[src/rtl/fetch_params.svh]
`ifndef FETCH_PARAMS_SVH
`define FETCH_PARAMS_SVH

// ------------------------------
// widths
// ------------------------------
// address and instruction width
`define FETCH_XLEN 32
// byte step between sequential fetches
`define FETCH_INSTR_BYTES 4

// ------------------------------
// rv32i major opcodes
// ------------------------------
`define FETCH_OPCODE_JAL    7'b1101111
`define FETCH_OPCODE_BRANCH 7'b1100011

// ------------------------------
// sizes
// ------------------------------
`define FETCH_QUEUE_DEPTH 4
// words in the program image of the memory model
`define FETCH_MEM_WORDS 256

`endif

[src/rtl/fetch_pkg.sv]
`include "fetch_params.svh"

package fetch_pkg;

    // ------------------------------
    // vector types
    // ------------------------------
    // fetch address, byte granular
    typedef logic [`FETCH_XLEN-1:0] pc_t;

    // raw 32-bit instruction word
    typedef logic [`FETCH_XLEN-1:0] instr_t;

    // major opcode field, bits 6:0
    typedef logic [6:0] opcode_t;

    // ------------------------------
    // request FSM
    // ------------------------------
    // boot: present the boot address straight after reset
    // req:  request on the memory port until it is accepted
    // wait: one response outstanding
    typedef enum logic [1:0] {
        FETCH_BOOT = 2'd0,
        FETCH_REQ  = 2'd1,
        FETCH_WAIT = 2'd2
    } fetch_state_e;

endpackage

[src/rtl/fetch_frontend.sv]
module fetch_frontend import fetch_pkg::*; (
    input  logic   clk_i,
    input  logic   rst_ni,
    input  pc_t    boot_addr_i,
    // redirect from the back end
    input  logic   redirect_i,
    input  pc_t    redirect_pc_i,
    // instruction memory
    output logic   mem_req_o,
    output pc_t    mem_addr_o,
    input  logic   mem_ready_i,
    input  logic   mem_rvalid_i,
    input  instr_t mem_rdata_i,
    input  logic   mem_err_i,
    // fetch entries to the back end
    output logic   fetch_valid_o,
    input  logic   fetch_ready_i,
    output pc_t    fetch_pc_o,
    output instr_t fetch_instr_o,
    output logic   fetch_taken_o,
    output pc_t    fetch_target_o,
    output logic   fetch_fault_o
);

    pc_t  rsp_pc;
    logic pred_taken;
    pc_t  pred_target;
    logic push;
    logic space;

    // ------------------------------
    // PC generation
    // ------------------------------
    fetch_pc_gen i_fetch_pc_gen (
        .clk_i         ( clk_i         ),
        .rst_ni        ( rst_ni        ),
        .boot_addr_i   ( boot_addr_i   ),
        .redirect_i    ( redirect_i    ),
        .redirect_pc_i ( redirect_pc_i ),
        .mem_ready_i   ( mem_ready_i   ),
        .mem_rvalid_i  ( mem_rvalid_i  ),
        .mem_req_o     ( mem_req_o     ),
        .mem_addr_o    ( mem_addr_o    ),
        .pred_taken_i  ( pred_taken    ),
        .pred_target_i ( pred_target   ),
        .space_i       ( space         ),
        .rsp_pc_o      ( rsp_pc        ),
        .push_o        ( push          )
    );

    // predecode works on the raw memory response
    instr_predecode i_instr_predecode (
        .rsp_pc_i ( rsp_pc      ),
        .rdata_i  ( mem_rdata_i ),
        .err_i    ( mem_err_i   ),
        .taken_o  ( pred_taken  ),
        .target_o ( pred_target )
    );

    // ------------------------------
    // instruction queue
    // ------------------------------
    instr_queue i_instr_queue (
        .clk_i          ( clk_i          ),
        .rst_ni         ( rst_ni         ),
        .flush_i        ( redirect_i     ),
        .push_i         ( push           ),
        .pc_i           ( rsp_pc         ),
        .instr_i        ( mem_rdata_i    ),
        .taken_i        ( pred_taken     ),
        .target_i       ( pred_target    ),
        .fault_i        ( mem_err_i      ),
        .space_o        ( space          ),
        .fetch_valid_o  ( fetch_valid_o  ),
        .fetch_ready_i  ( fetch_ready_i  ),
        .fetch_pc_o     ( fetch_pc_o     ),
        .fetch_instr_o  ( fetch_instr_o  ),
        .fetch_taken_o  ( fetch_taken_o  ),
        .fetch_target_o ( fetch_target_o ),
        .fetch_fault_o  ( fetch_fault_o  )
    );

endmodule

[src/rtl/fetch_pc_gen.sv]
`include "fetch_params.svh"

module fetch_pc_gen import fetch_pkg::*; (
    input  logic clk_i,
    input  logic rst_ni,
    // reset vector
    input  pc_t  boot_addr_i,
    // control flow change from the back end
    input  logic redirect_i,
    input  pc_t  redirect_pc_i,
    // instruction memory handshake
    input  logic mem_ready_i,
    input  logic mem_rvalid_i,
    output logic mem_req_o,
    output pc_t  mem_addr_o,
    // static prediction for the word in flight
    input  logic pred_taken_i,
    input  pc_t  pred_target_i,
    // queue has room for one more fetch
    input  logic space_i,
    // address of the outstanding request
    output pc_t  rsp_pc_o,
    // live response goes into the queue
    output logic push_o
);

    fetch_state_e state_q, state_d;
    // address of the next request
    pc_t  pc_q, pc_d;
    // address of the request in flight
    pc_t  rsp_pc_q;
    // in-flight request belongs to an old path
    logic kill_q, kill_d;

    pc_t  req_addr;
    pc_t  seq_pc;
    pc_t  next_pc;
    logic accept;
    logic rsp_arrive;

    // ------------------------------
    // memory request
    // ------------------------------
    // the boot address goes out directly in the first cycle after reset
    assign req_addr   = (state_q == FETCH_BOOT) ? boot_addr_i : pc_q;
    assign mem_addr_o = req_addr;

    // no pushes happen while requesting, so space only grows until acceptance
    // held low while in reset so no request can be taken by the memory
    assign mem_req_o  = rst_ni & (state_q != FETCH_WAIT) & space_i;
    assign accept     = mem_req_o & mem_ready_i;

    // ------------------------------
    // response side
    // ------------------------------
    assign rsp_arrive = (state_q == FETCH_WAIT) & mem_rvalid_i;
    // a redirect in the response cycle drops the word as well
    assign push_o     = rsp_arrive & ~kill_q & ~redirect_i;
    assign rsp_pc_o   = rsp_pc_q;

    // prediction wins over the sequential path
    assign seq_pc  = rsp_pc_q + pc_t'(`FETCH_INSTR_BYTES);
    assign next_pc = pred_taken_i ? pred_target_i : seq_pc;

    // ------------------------------
    // next state and next PC
    // ------------------------------
    always_comb begin : npc_select
        state_d = state_q;
        pc_d    = pc_q;
        kill_d  = kill_q;

        unique case (state_q)
            FETCH_BOOT: begin
                // hold the boot address in case the memory stalls
                pc_d    = boot_addr_i;
                state_d = accept ? FETCH_WAIT : FETCH_REQ;
            end
            FETCH_REQ: begin
                if (accept) begin
                    state_d = FETCH_WAIT;
                end
            end
            FETCH_WAIT: begin
                if (mem_rvalid_i) begin
                    state_d = FETCH_REQ;
                    kill_d  = 1'b0;
                    // a killed response leaves the redirect target in place
                    if (!kill_q) begin
                        pc_d = next_pc;
                    end
                end
            end
            default: begin
                state_d = FETCH_BOOT;
            end
        endcase

        // redirect has the highest precedence
        if (redirect_i) begin
            pc_d = redirect_pc_i;
            // anything still outstanding after this edge is stale
            if (state_d == FETCH_WAIT) begin
                kill_d = 1'b1;
            end
        end
    end

    always_ff @(posedge clk_i or negedge rst_ni) begin
        if (!rst_ni) begin
            state_q <= FETCH_BOOT;
            pc_q    <= '0;
            kill_q  <= 1'b0;
        end else begin
            state_q <= state_d;
            pc_q    <= pc_d;
            kill_q  <= kill_d;
        end
    end

    // capture the address on acceptance
    always_ff @(posedge clk_i) begin
        if (accept) begin
            rsp_pc_q <= req_addr;
        end
    end

endmodule

[src/rtl/instr_predecode.sv]
`include "fetch_params.svh"

module instr_predecode import fetch_pkg::*; (
    // address the word was fetched from
    input  pc_t    rsp_pc_i,
    // returned instruction word
    input  instr_t rdata_i,
    // access fault on this fetch
    input  logic   err_i,
    // static prediction
    output logic   taken_o,
    output pc_t    target_o
);

    opcode_t opcode;
    logic    is_jal;
    logic    is_branch;
    pc_t     j_imm;
    pc_t     b_imm;
    pc_t     imm;

    // ------------------------------
    // instruction scan
    // ------------------------------
    assign opcode    = rdata_i[6:0];
    assign is_jal    = (opcode == `FETCH_OPCODE_JAL);
    assign is_branch = (opcode == `FETCH_OPCODE_BRANCH);

    // ------------------------------
    // immediates
    // ------------------------------
    // j-type: imm[20|10:1|11|19:12], bit 0 always zero
    assign j_imm = {
        {(`FETCH_XLEN-21){rdata_i[31]}},
        rdata_i[31],
        rdata_i[19:12],
        rdata_i[20],
        rdata_i[30:21],
        1'b0
    };

    // b-type: imm[12|10:5] in the upper bits, imm[4:1|11] in the rd slot
    assign b_imm = {
        {(`FETCH_XLEN-13){rdata_i[31]}},
        rdata_i[31],
        rdata_i[7],
        rdata_i[30:25],
        rdata_i[11:8],
        1'b0
    };

    assign imm = is_jal ? j_imm : b_imm;

    // ------------------------------
    // static prediction
    // ------------------------------
    always_comb begin : predict
        taken_o = 1'b0;
        // jal is unconditional
        if (is_jal) begin
            taken_o = 1'b1;
        end
        // backward branches are assumed to be loops
        if (is_branch && b_imm[`FETCH_XLEN-1]) begin
            taken_o = 1'b1;
        end
        // a faulted word carries no usable instruction
        if (err_i) begin
            taken_o = 1'b0;
        end
    end

    // pc-relative target, only meaningful while taken_o is high
    assign target_o = rsp_pc_i + imm;

endmodule

[src/rtl/instr_queue.sv]
`include "fetch_params.svh"

module instr_queue import fetch_pkg::*; #(
    // at least two, one slot is kept for a response in flight
    parameter int unsigned DEPTH = `FETCH_QUEUE_DEPTH
) (
    input  logic   clk_i,
    input  logic   rst_ni,
    // redirect from the back end empties the queue
    input  logic   flush_i,
    // write side from the fetch stage
    input  logic   push_i,
    input  pc_t    pc_i,
    input  instr_t instr_i,
    input  logic   taken_i,
    input  pc_t    target_i,
    input  logic   fault_i,
    // at least two free slots
    output logic   space_o,
    // back-end port
    output logic   fetch_valid_o,
    input  logic   fetch_ready_i,
    output pc_t    fetch_pc_o,
    output instr_t fetch_instr_o,
    output logic   fetch_taken_o,
    output pc_t    fetch_target_o,
    output logic   fetch_fault_o
);

    localparam int unsigned PTR_W = $clog2(DEPTH);
    localparam int unsigned CNT_W = $clog2(DEPTH + 1);

    // entry storage, one array per field
    pc_t    pc_mem     [DEPTH];
    instr_t instr_mem  [DEPTH];
    logic   taken_mem  [DEPTH];
    pc_t    target_mem [DEPTH];
    logic   fault_mem  [DEPTH];

    logic [PTR_W-1:0] rd_ptr_q;
    logic [PTR_W-1:0] wr_ptr_q;
    logic [CNT_W-1:0] count_q;
    logic             pop;

    // ------------------------------
    // status
    // ------------------------------
    assign fetch_valid_o = (count_q != '0);
    assign pop           = fetch_valid_o & fetch_ready_i;
    assign space_o       = (count_q <= CNT_W'(DEPTH - 2));

    // head of queue
    assign fetch_pc_o     = pc_mem[rd_ptr_q];
    assign fetch_instr_o  = instr_mem[rd_ptr_q];
    assign fetch_taken_o  = taken_mem[rd_ptr_q];
    assign fetch_target_o = target_mem[rd_ptr_q];
    assign fetch_fault_o  = fault_mem[rd_ptr_q];

    // ------------------------------
    // pointers and fill count
    // ------------------------------
    always_ff @(posedge clk_i or negedge rst_ni) begin
        if (!rst_ni) begin
            rd_ptr_q <= '0;
            wr_ptr_q <= '0;
            count_q  <= '0;
        end else if (flush_i) begin
            rd_ptr_q <= '0;
            wr_ptr_q <= '0;
            count_q  <= '0;
        end else begin
            // wrap explicitly, depth need not be a power of two
            if (push_i) begin
                wr_ptr_q <= (wr_ptr_q == PTR_W'(DEPTH - 1)) ? '0 : wr_ptr_q + 1'b1;
            end
            if (pop) begin
                rd_ptr_q <= (rd_ptr_q == PTR_W'(DEPTH - 1)) ? '0 : rd_ptr_q + 1'b1;
            end
            count_q <= count_q + CNT_W'(push_i) - CNT_W'(pop);
        end
    end

    // write port
    always_ff @(posedge clk_i) begin
        if (push_i && !flush_i) begin
            pc_mem[wr_ptr_q]     <= pc_i;
            instr_mem[wr_ptr_q]  <= instr_i;
            taken_mem[wr_ptr_q]  <= taken_i;
            target_mem[wr_ptr_q] <= target_i;
            fault_mem[wr_ptr_q]  <= fault_i;
        end
    end

endmodule

[config.mk]
export PLATFORM = sky130hd
export DESIGN_NAME = fetch_frontend
export DESIGN_NICKNAME = d
export VERILOG_FILES = /design/src/rtl/fetch_pkg.sv /design/src/rtl/fetch_frontend.sv /design/src/rtl/fetch_pc_gen.sv /design/src/rtl/instr_predecode.sv /design/src/rtl/instr_queue.sv
export VERILOG_INCLUDE_DIRS = /design/src /design/src/rtl
export SDC_FILE = /design/constraint.sdc
export NUM_CORES = 1
export LEC_CHECK = 0
export BUFFER_PORTS_ARGS = -buffer_cell sky130_fd_sc_hd__buf_2
export CORE_ASPECT_RATIO = 1.4
export CORE_MARGIN = 3
export CORE_UTILIZATION = 30
export DETAILED_ROUTE_END_ITERATION = 16
export PLACE_DENSITY = 0.55
export SETUP_SLACK_MARGIN = 0.1
export SYNTH_ARGS = -nofsm -noshare
export SYNTH_HDL_FRONTEND = slang
export SYNTH_SLANG_ARGS = --single-unit
export TNS_END_PERCENT = 50
[constraint.sdc]
create_clock -name clk_i -period 4 [get_ports clk_i]
set_input_delay 0.2 -clock clk_i [delete_from_list [all_inputs] [get_ports clk_i]]
set_output_delay 0.2 -clock clk_i [all_outputs]
set_load 0.1 [all_outputs]
Word level (Yosys, flattened, before mapping)
Memories as Yosys holds them, arrays and structs flattened.
Cells that the tools add are included.
Storage, ports and cells
  register bits after elaboration: 74
  bits in writable memories: 392
  input port bits: 103
  output and inout port bits: 132
  logic and storage cells: 74
  memories: 5
Cells by class
  add/subtract/negate cells: 6
  order comparisons: 1
  eq/ne operators: 10
  mux-type cells: 27
  bitwise logic cells: 9
  reductions and logical operators: 9
Memories
  i_instr_queue.instr_mem: depth 4, width 32, read ports 1, clocked after Yosys merged registers in 0, wr ports 1, line instr_queue.sv:35  | instr_t instr_mem [DEPTH];
  i_instr_queue.pc_mem: depth 4, width 32, read ports 1, clocked after Yosys merged registers in 0, wr ports 1, line instr_queue.sv:34  | pc_t pc_mem [DEPTH];
  i_instr_queue.target_mem: depth 4, width 32, read ports 1, clocked after Yosys merged registers in 0, wr ports 1, line instr_queue.sv:37  | pc_t target_mem [DEPTH];
  i_instr_queue.fault_mem: depth 4, width 1, read ports 1, clocked after Yosys merged registers in 0, wr ports 1, line instr_queue.sv:38  | logic fault_mem [DEPTH];
  i_instr_queue.taken_mem: depth 4, width 1, read ports 1, clocked after Yosys merged registers in 0, wr ports 1, line instr_queue.sv:36  | logic taken_mem [DEPTH];
Operator list (number)
  $mux 32: 5
  $pmux 32 s2: 1
  $add 32x3->32 const B: 1
  $add 32x32->32: 1
  $mux 20: 1
  $mux 2: 9
  $eq 7x7->1 const B: 2
  $mux 1: 9
  $eq 2x2->1 const B: 4
  $and 1x1->1: 7
  $ne 3x3->1 const B: 2
  $pmux 2 s3: 1
  $reduce_bool 3->1: 2
  $add 2x1->2 const B: 2
  $reduce_bool 2->1: 2
  $add 3x1->3: 1
  $le 3x2->1 const B: 1
  $mux 3: 1
  $reduce_and 3->1: 1
  $sub 3x1->3: 1
  $eq 2x1->1 const B: 1
  $logic_and 1x1->1: 2
  $logic_not 2->1: 1
  $ne 2x2->1 const B: 1
  2 further kinds: 3

Logic depth before layout (Yosys ltp)
  depth after elaboration: 9
  depth in mapped cells: 16
  gate-level depth less buffers: 15

Hierarchy
From an unflattened synthesis, not the netlist that was laid out.
Second synthesis, totals
  cell total of the unflattened synthesis: 1269
  area, all modules: 20853.8 um^2
By module, submodules not included
  instr_queue: times used 1, cells each 558, area each 14715.4 um^2, seq. area each 11946.5 um^2
  fetch_pc_gen: times used 1, cells each 439, area each 4190.3 um^2, seq. area each 1836.8 um^2
  instr_predecode: times used 1, cells each 272, area each 1948.1 um^2, seq. area each 0.0 um^2

Least setup slack after synthesis
OpenSTA, ideal clock, no wires.
  path kind: register -> register
  start point: register i_fetch_pc_gen.kill_q
  end point: memory i_instr_queue.fault_mem[0], enable pin
  setup time: 0.467 ns
  arrival: 3.843 ns
  data required time: 3.533 ns
  slack: -0.310 ns
  cell stages (with the launch flop): 9
  path buffers: 2
  period minus slack after synthesis: 4.310 ns
  cell sequence: dfrtp_1 -> nand2b_1 -> a21o_1 -> clkbuf_1 -> nor2_2 -> nand2_1 -> inv_1 -> buf_2 -> and2_1
Between the ends
  word-level cells in the longest chain between the ends: 6
RTL lines
  from (decl): line fetch_pc_gen.sv:33  | logic kill_q, kill_d;
  from (signal assigned): line fetch_pc_gen.sv:117  | kill_q <= kill_d;
  $not 1->1: line fetch_pc_gen.sv:58  | assign push_o = rsp_arrive & ~kill_q & ~redirect_i;
  $and 1x1->1 (2 in a row): line fetch_pc_gen.sv:58
  $logic_and 1x1->1: line instr_queue.sv:85  | if (push_i && !flush_i) begin
  $mux 1: line instr_queue.sv:85
  $mux 1 (not written as such): line instr_queue.sv:90  | fault_mem[wr_ptr_q] <= fault_i;
  to (decl): line instr_queue.sv:38
No other way between the ends.

Worst setup path after layout
  start point: input port mem_rdata_i[6]
  end point: register i_fetch_pc_gen.pc_q[24]
Between the ends
  elaborated cells on any way between the ends: 13
  those cells by class: add/sub (1); eq/ne (2); mux (9); reduce/logical (1)
RTL lines
  from (decl): line fetch_frontend.sv:13  | input instr_t mem_rdata_i,
  $eq 7x7->1 (no source line)
  $mux 20: line instr_predecode.sv:52  | assign imm = is_jal ? j_imm : b_imm;
  $add 32x32->32: line instr_predecode.sv:74  | assign target_o = rsp_pc_i + imm;
  named net i_fetch_pc_gen.pred_target_i[24]: line fetch_pc_gen.sv:18  | input pc_t pred_target_i,
  $mux 32: line fetch_pc_gen.sv:63  | assign next_pc = pred_taken_i ? pred_target_i : seq_pc;
  $mux 32: line fetch_pc_gen.sv:89  | if (!kill_q) begin
  $mux 32: line fetch_pc_gen.sv:85  | if (mem_rvalid_i) begin
  $pmux 32 s2: line fetch_pc_gen.sv:73  | unique case (state_q)
  $mux 32: line fetch_pc_gen.sv:100  | if (redirect_i) begin
  to (signal assigned): line fetch_pc_gen.sv:116  | pc_q <= pc_d;
  to (decl): line fetch_pc_gen.sv:29  | pc_t pc_q, pc_d;
The timed path passes the listed nets, and every way through them passes these cells. The select of a mux whose other input is x is not followed.
A chain may end at the register's enable or synchronous reset.

==> run summary <==
Vias = 12960
Final Skew = 22.84 ps
H-tree depth = 2
WS Path Type = primary input to flop
Worst Reg-to-Reg Cells = 9
Hold Path Cell Cnt = 3
Clk_lat worst skew = 590 ps
DP Cell Count = 2439
Crit path required time = 4450 ps
Ys Warns = 0
Delay of the slowest critical-path stage = 530 ps
Register area = 0.01367 mm^2
Ys flop type = edfxtp_1
Area Growth Syn to Fin = 25.94%
Crit path arrival time = 4100 ps
Antenna viol nets, final = 0
Setup violators final = 0
Worst slew pin tran = 855.6 ps
TritonCTS buffer count = 48
WHS = 44.34 ps
Starting Density = 30.30%
Fin. max-slew vios = 0
Hold WC Path Type = primary input to flop
Filler cells = 6397
DR pass1 iterations = 5
Worst vdd ir = 0.0006271 V
Post-DP HPWL = 41140 um
Fin crit period = 3653 ps
Clk buf depth = 3
Tot Pwr = 0.01729 W
Setup TNS = 0 ps
Relative slew slack = 42.96%
Syn Std Cell Area = 0.02061 mm^2
DIE HEIGHT = 316.1 um
GRT Total Usage = 16.68%
Startpoint Class = primary input
Max Freq = 273.7 MHz
CTS clk-pin slew, worst paths = 60 ps
Placer Congestion = 0.8579
RSZ-0062 raised after global routing = false
Footprint of the multi-input gates = 0.006588 mm^2
Critical path peak fanout = 14
Die area = 0.07192 mm^2
First-pass GRT wire length = 87810 um
Maxcap violations = 0
WL/cell = 23.06 um
Pin count of the biggest net entering global routing = 98
Post-CTS Setup Bufs = 0
Final #Nets = 1812
Finished Layout Cells = 2625
Via density per instance = 4.936
Root Buffer = clkbuf_16
Post-synth EDFFs = 420
Diode count = 0
Critical Path End Type = flop
Number of global-route vias before repair = 13280
Core box area = 0.06801 mm^2
CP delay by family, top = compound AO/OA/AOI/OAI gates
Seq/Total Area, Yosys = 66.30%
Stages on worst setup path = 17
CTS Sinks = 462
Final core occ = 38.16%
WP buf/inv = 4
Mapped Cells = 1284
Commonest cells after routing, fill and taps aside = edfxtp_1, buf_2, mux4_2
Final Hold Fails = 0
Slowest CP cell = dlygate4sd3_1
PwrDens = 666.0 mW/mm^2
Mean Syn Cell Area = 16.05 um^2
I/O pins = 235
GRT Residual Overflow = 0
Period utilisation layout = 91.34%
Outcome = complete, no violations
Cell Rows = 113
Most common cell after layout, fill and taps aside = edfxtp_1
Post-Synthesis Net Count = 1431
Antenna violations before repair = 1
Total Wirelength = 60530 um
CP Cell Sequence = dlygate4sd3_1 > buf_2 > nor2b_2 > nand4_1 > nor2_2 > buf_12 > mux2_2 > ha_1 > and3_1 > a31o_2 > o311ai_2 > buf_4 > and3_4 > o21ai_1 > xor2_1 > o211ai_1 > a31oi_1
Share of layout cells above drive strength 1 = 32.67%
Die Width = 227.5 um
I/O Buffers = 234
DRT iter0 DRCs = 1166
Yosys reg bits = 462
CTS tree = yes
Synth unique cells = 74
DRC Markers = 0
Pleak = 9.140 nW
Fraction of registers with async set/reset = 9.091%
## per-stage QoR
| stage | area (um^2) | setup WS (ps) |
|---|---|---|
| 6_report | 25950 | 346.6 |
| 5_1_grt | 25950 | 146.4 |
| 4_1_cts | 25940 | 268.5 |
| 3_5_place_dp | 23350 | 222.1 |
| 3_3_place_gp | 23350 | 213.2 |
| 2_1_floorplan | 20610 | 104.8 |
## area by class of cell
type	instances	share of cell area [%]
clock buffers	59	5.028
clock inverters	31	1.234
inverters	29	0.4194
multi-input cells	722	25.38
flip-flops and latches	462	52.67
well taps	920	4.435
repair buffers	402	10.83
## state kept, by name, summed over array words and instances, names as in the netlist, 2 cells and up
name	count
i_instr_queue.instr_mem	128
i_instr_queue.count_q	3
i_instr_queue.taken_mem	4
i_fetch_pc_gen.rsp_pc_o	32
i_instr_queue.fault_mem	4
i_instr_queue.rd_ptr_q	2
i_instr_queue.target_mem	128
i_instr_queue.wr_ptr_q	2
i_fetch_pc_gen.pc_q	32
i_instr_queue.pc_mem	124
i_fetch_pc_gen.state_q	2
## report_power, final
group | leakage (nW) | internal, W | switching, W
sequential | 4.29 | 0.00577 | 0.000288
clock | 0.793 | 0.00271 | 0.00190
combinational | 4.06 | 0.00169 | 0.00493
total | 9.14 | 0.0102 | 0.00711
## worst register-to-register path, cell delays in order (launching register included)
cell           delay, ps
edfxtp_1             540
and3_1               340
nand4_1              290
nor4_2               660
nand3_1              170
xor2_1               150
nor3_1                60
a211oi_1             160
dlygate4sd3_1        570
nand2_1               50
## kinds of logic after synthesis
family,share of synthesized area (%)
AO/OA/AOI/OAI,7.917
XOR/XNOR,2.483
adder cells (fa/ha/maj),2.744
buffers and inverters,1.906
flip-flops,66.30
multiplexers,12.87
AND/OR/NAND/NOR,5.780
## cells in the mapped netlist (all sizes together) (5+ instances only)
master  count  area (um^2)
a211oi     12        95.09
a21o       23        172.7
a21oi      67        342.8
a22oi       9        67.56
a31oi      12        126.4
and3       12        80.08
buf        26        113.9
clkbuf     45        170.2
dfrtp      42         1051
edfxtp    420        12610
ha         42        525.5
inv        29        108.9
mux2       38        427.9
mux4       97         2185
nand2      81        304.0
nand2b      9        56.30
nand3      26        135.1
nand4      19        118.9
nor2       63        241.5
nor2b       8        50.05
nor3       15        75.07
o211ai     12        90.09
o21a        9        67.56
o21ai      46        245.2
o21bai      5        37.54
o31ai      11        101.3
xnor2      36        337.8
xor2       19        173.9
## timing repair
action | 4_1_cts | 5_1_grt
endpoints found under the hold margin | 228 | 0
resized for setup | 0 | 4
setup endpoints to repair | 0 | 23
hold buffers | 96 | 0
## layer usage
metal | track usage (%) | vias up | wire (um)
li1 | - | 5821 | -
met1 | 22.43 | 6590 | 26390
met2 | 27.92 | 453 | 29380
met3 | 2.250 | 92 | 2886
met4 | 5.594 | 0 | 1872
met5 | 0 | - | 0
## final timing paths
check | from | to | slack [ps]
worst max register to register | i_fetch_pc_gen.rsp_pc_o[5] | i_fetch_pc_gen.pc_q[27] | 890
worst max-delay path | mem_rdata_i[6] | i_fetch_pc_gen.pc_q[24] | 350
worst min-delay path | boot_addr_i[7] | i_fetch_pc_gen.pc_q[7] | 40
worst min register to register | i_fetch_pc_gen.pc_q[14] | i_fetch_pc_gen.pc_q[14] | 550
min in group asynchronous | rst_ni | i_fetch_pc_gen.pc_q[24] | 320
max in group asynchronous | rst_ni | i_instr_queue.rd_ptr_q[0] | 3130
Power figures use the tool's default switching activity.
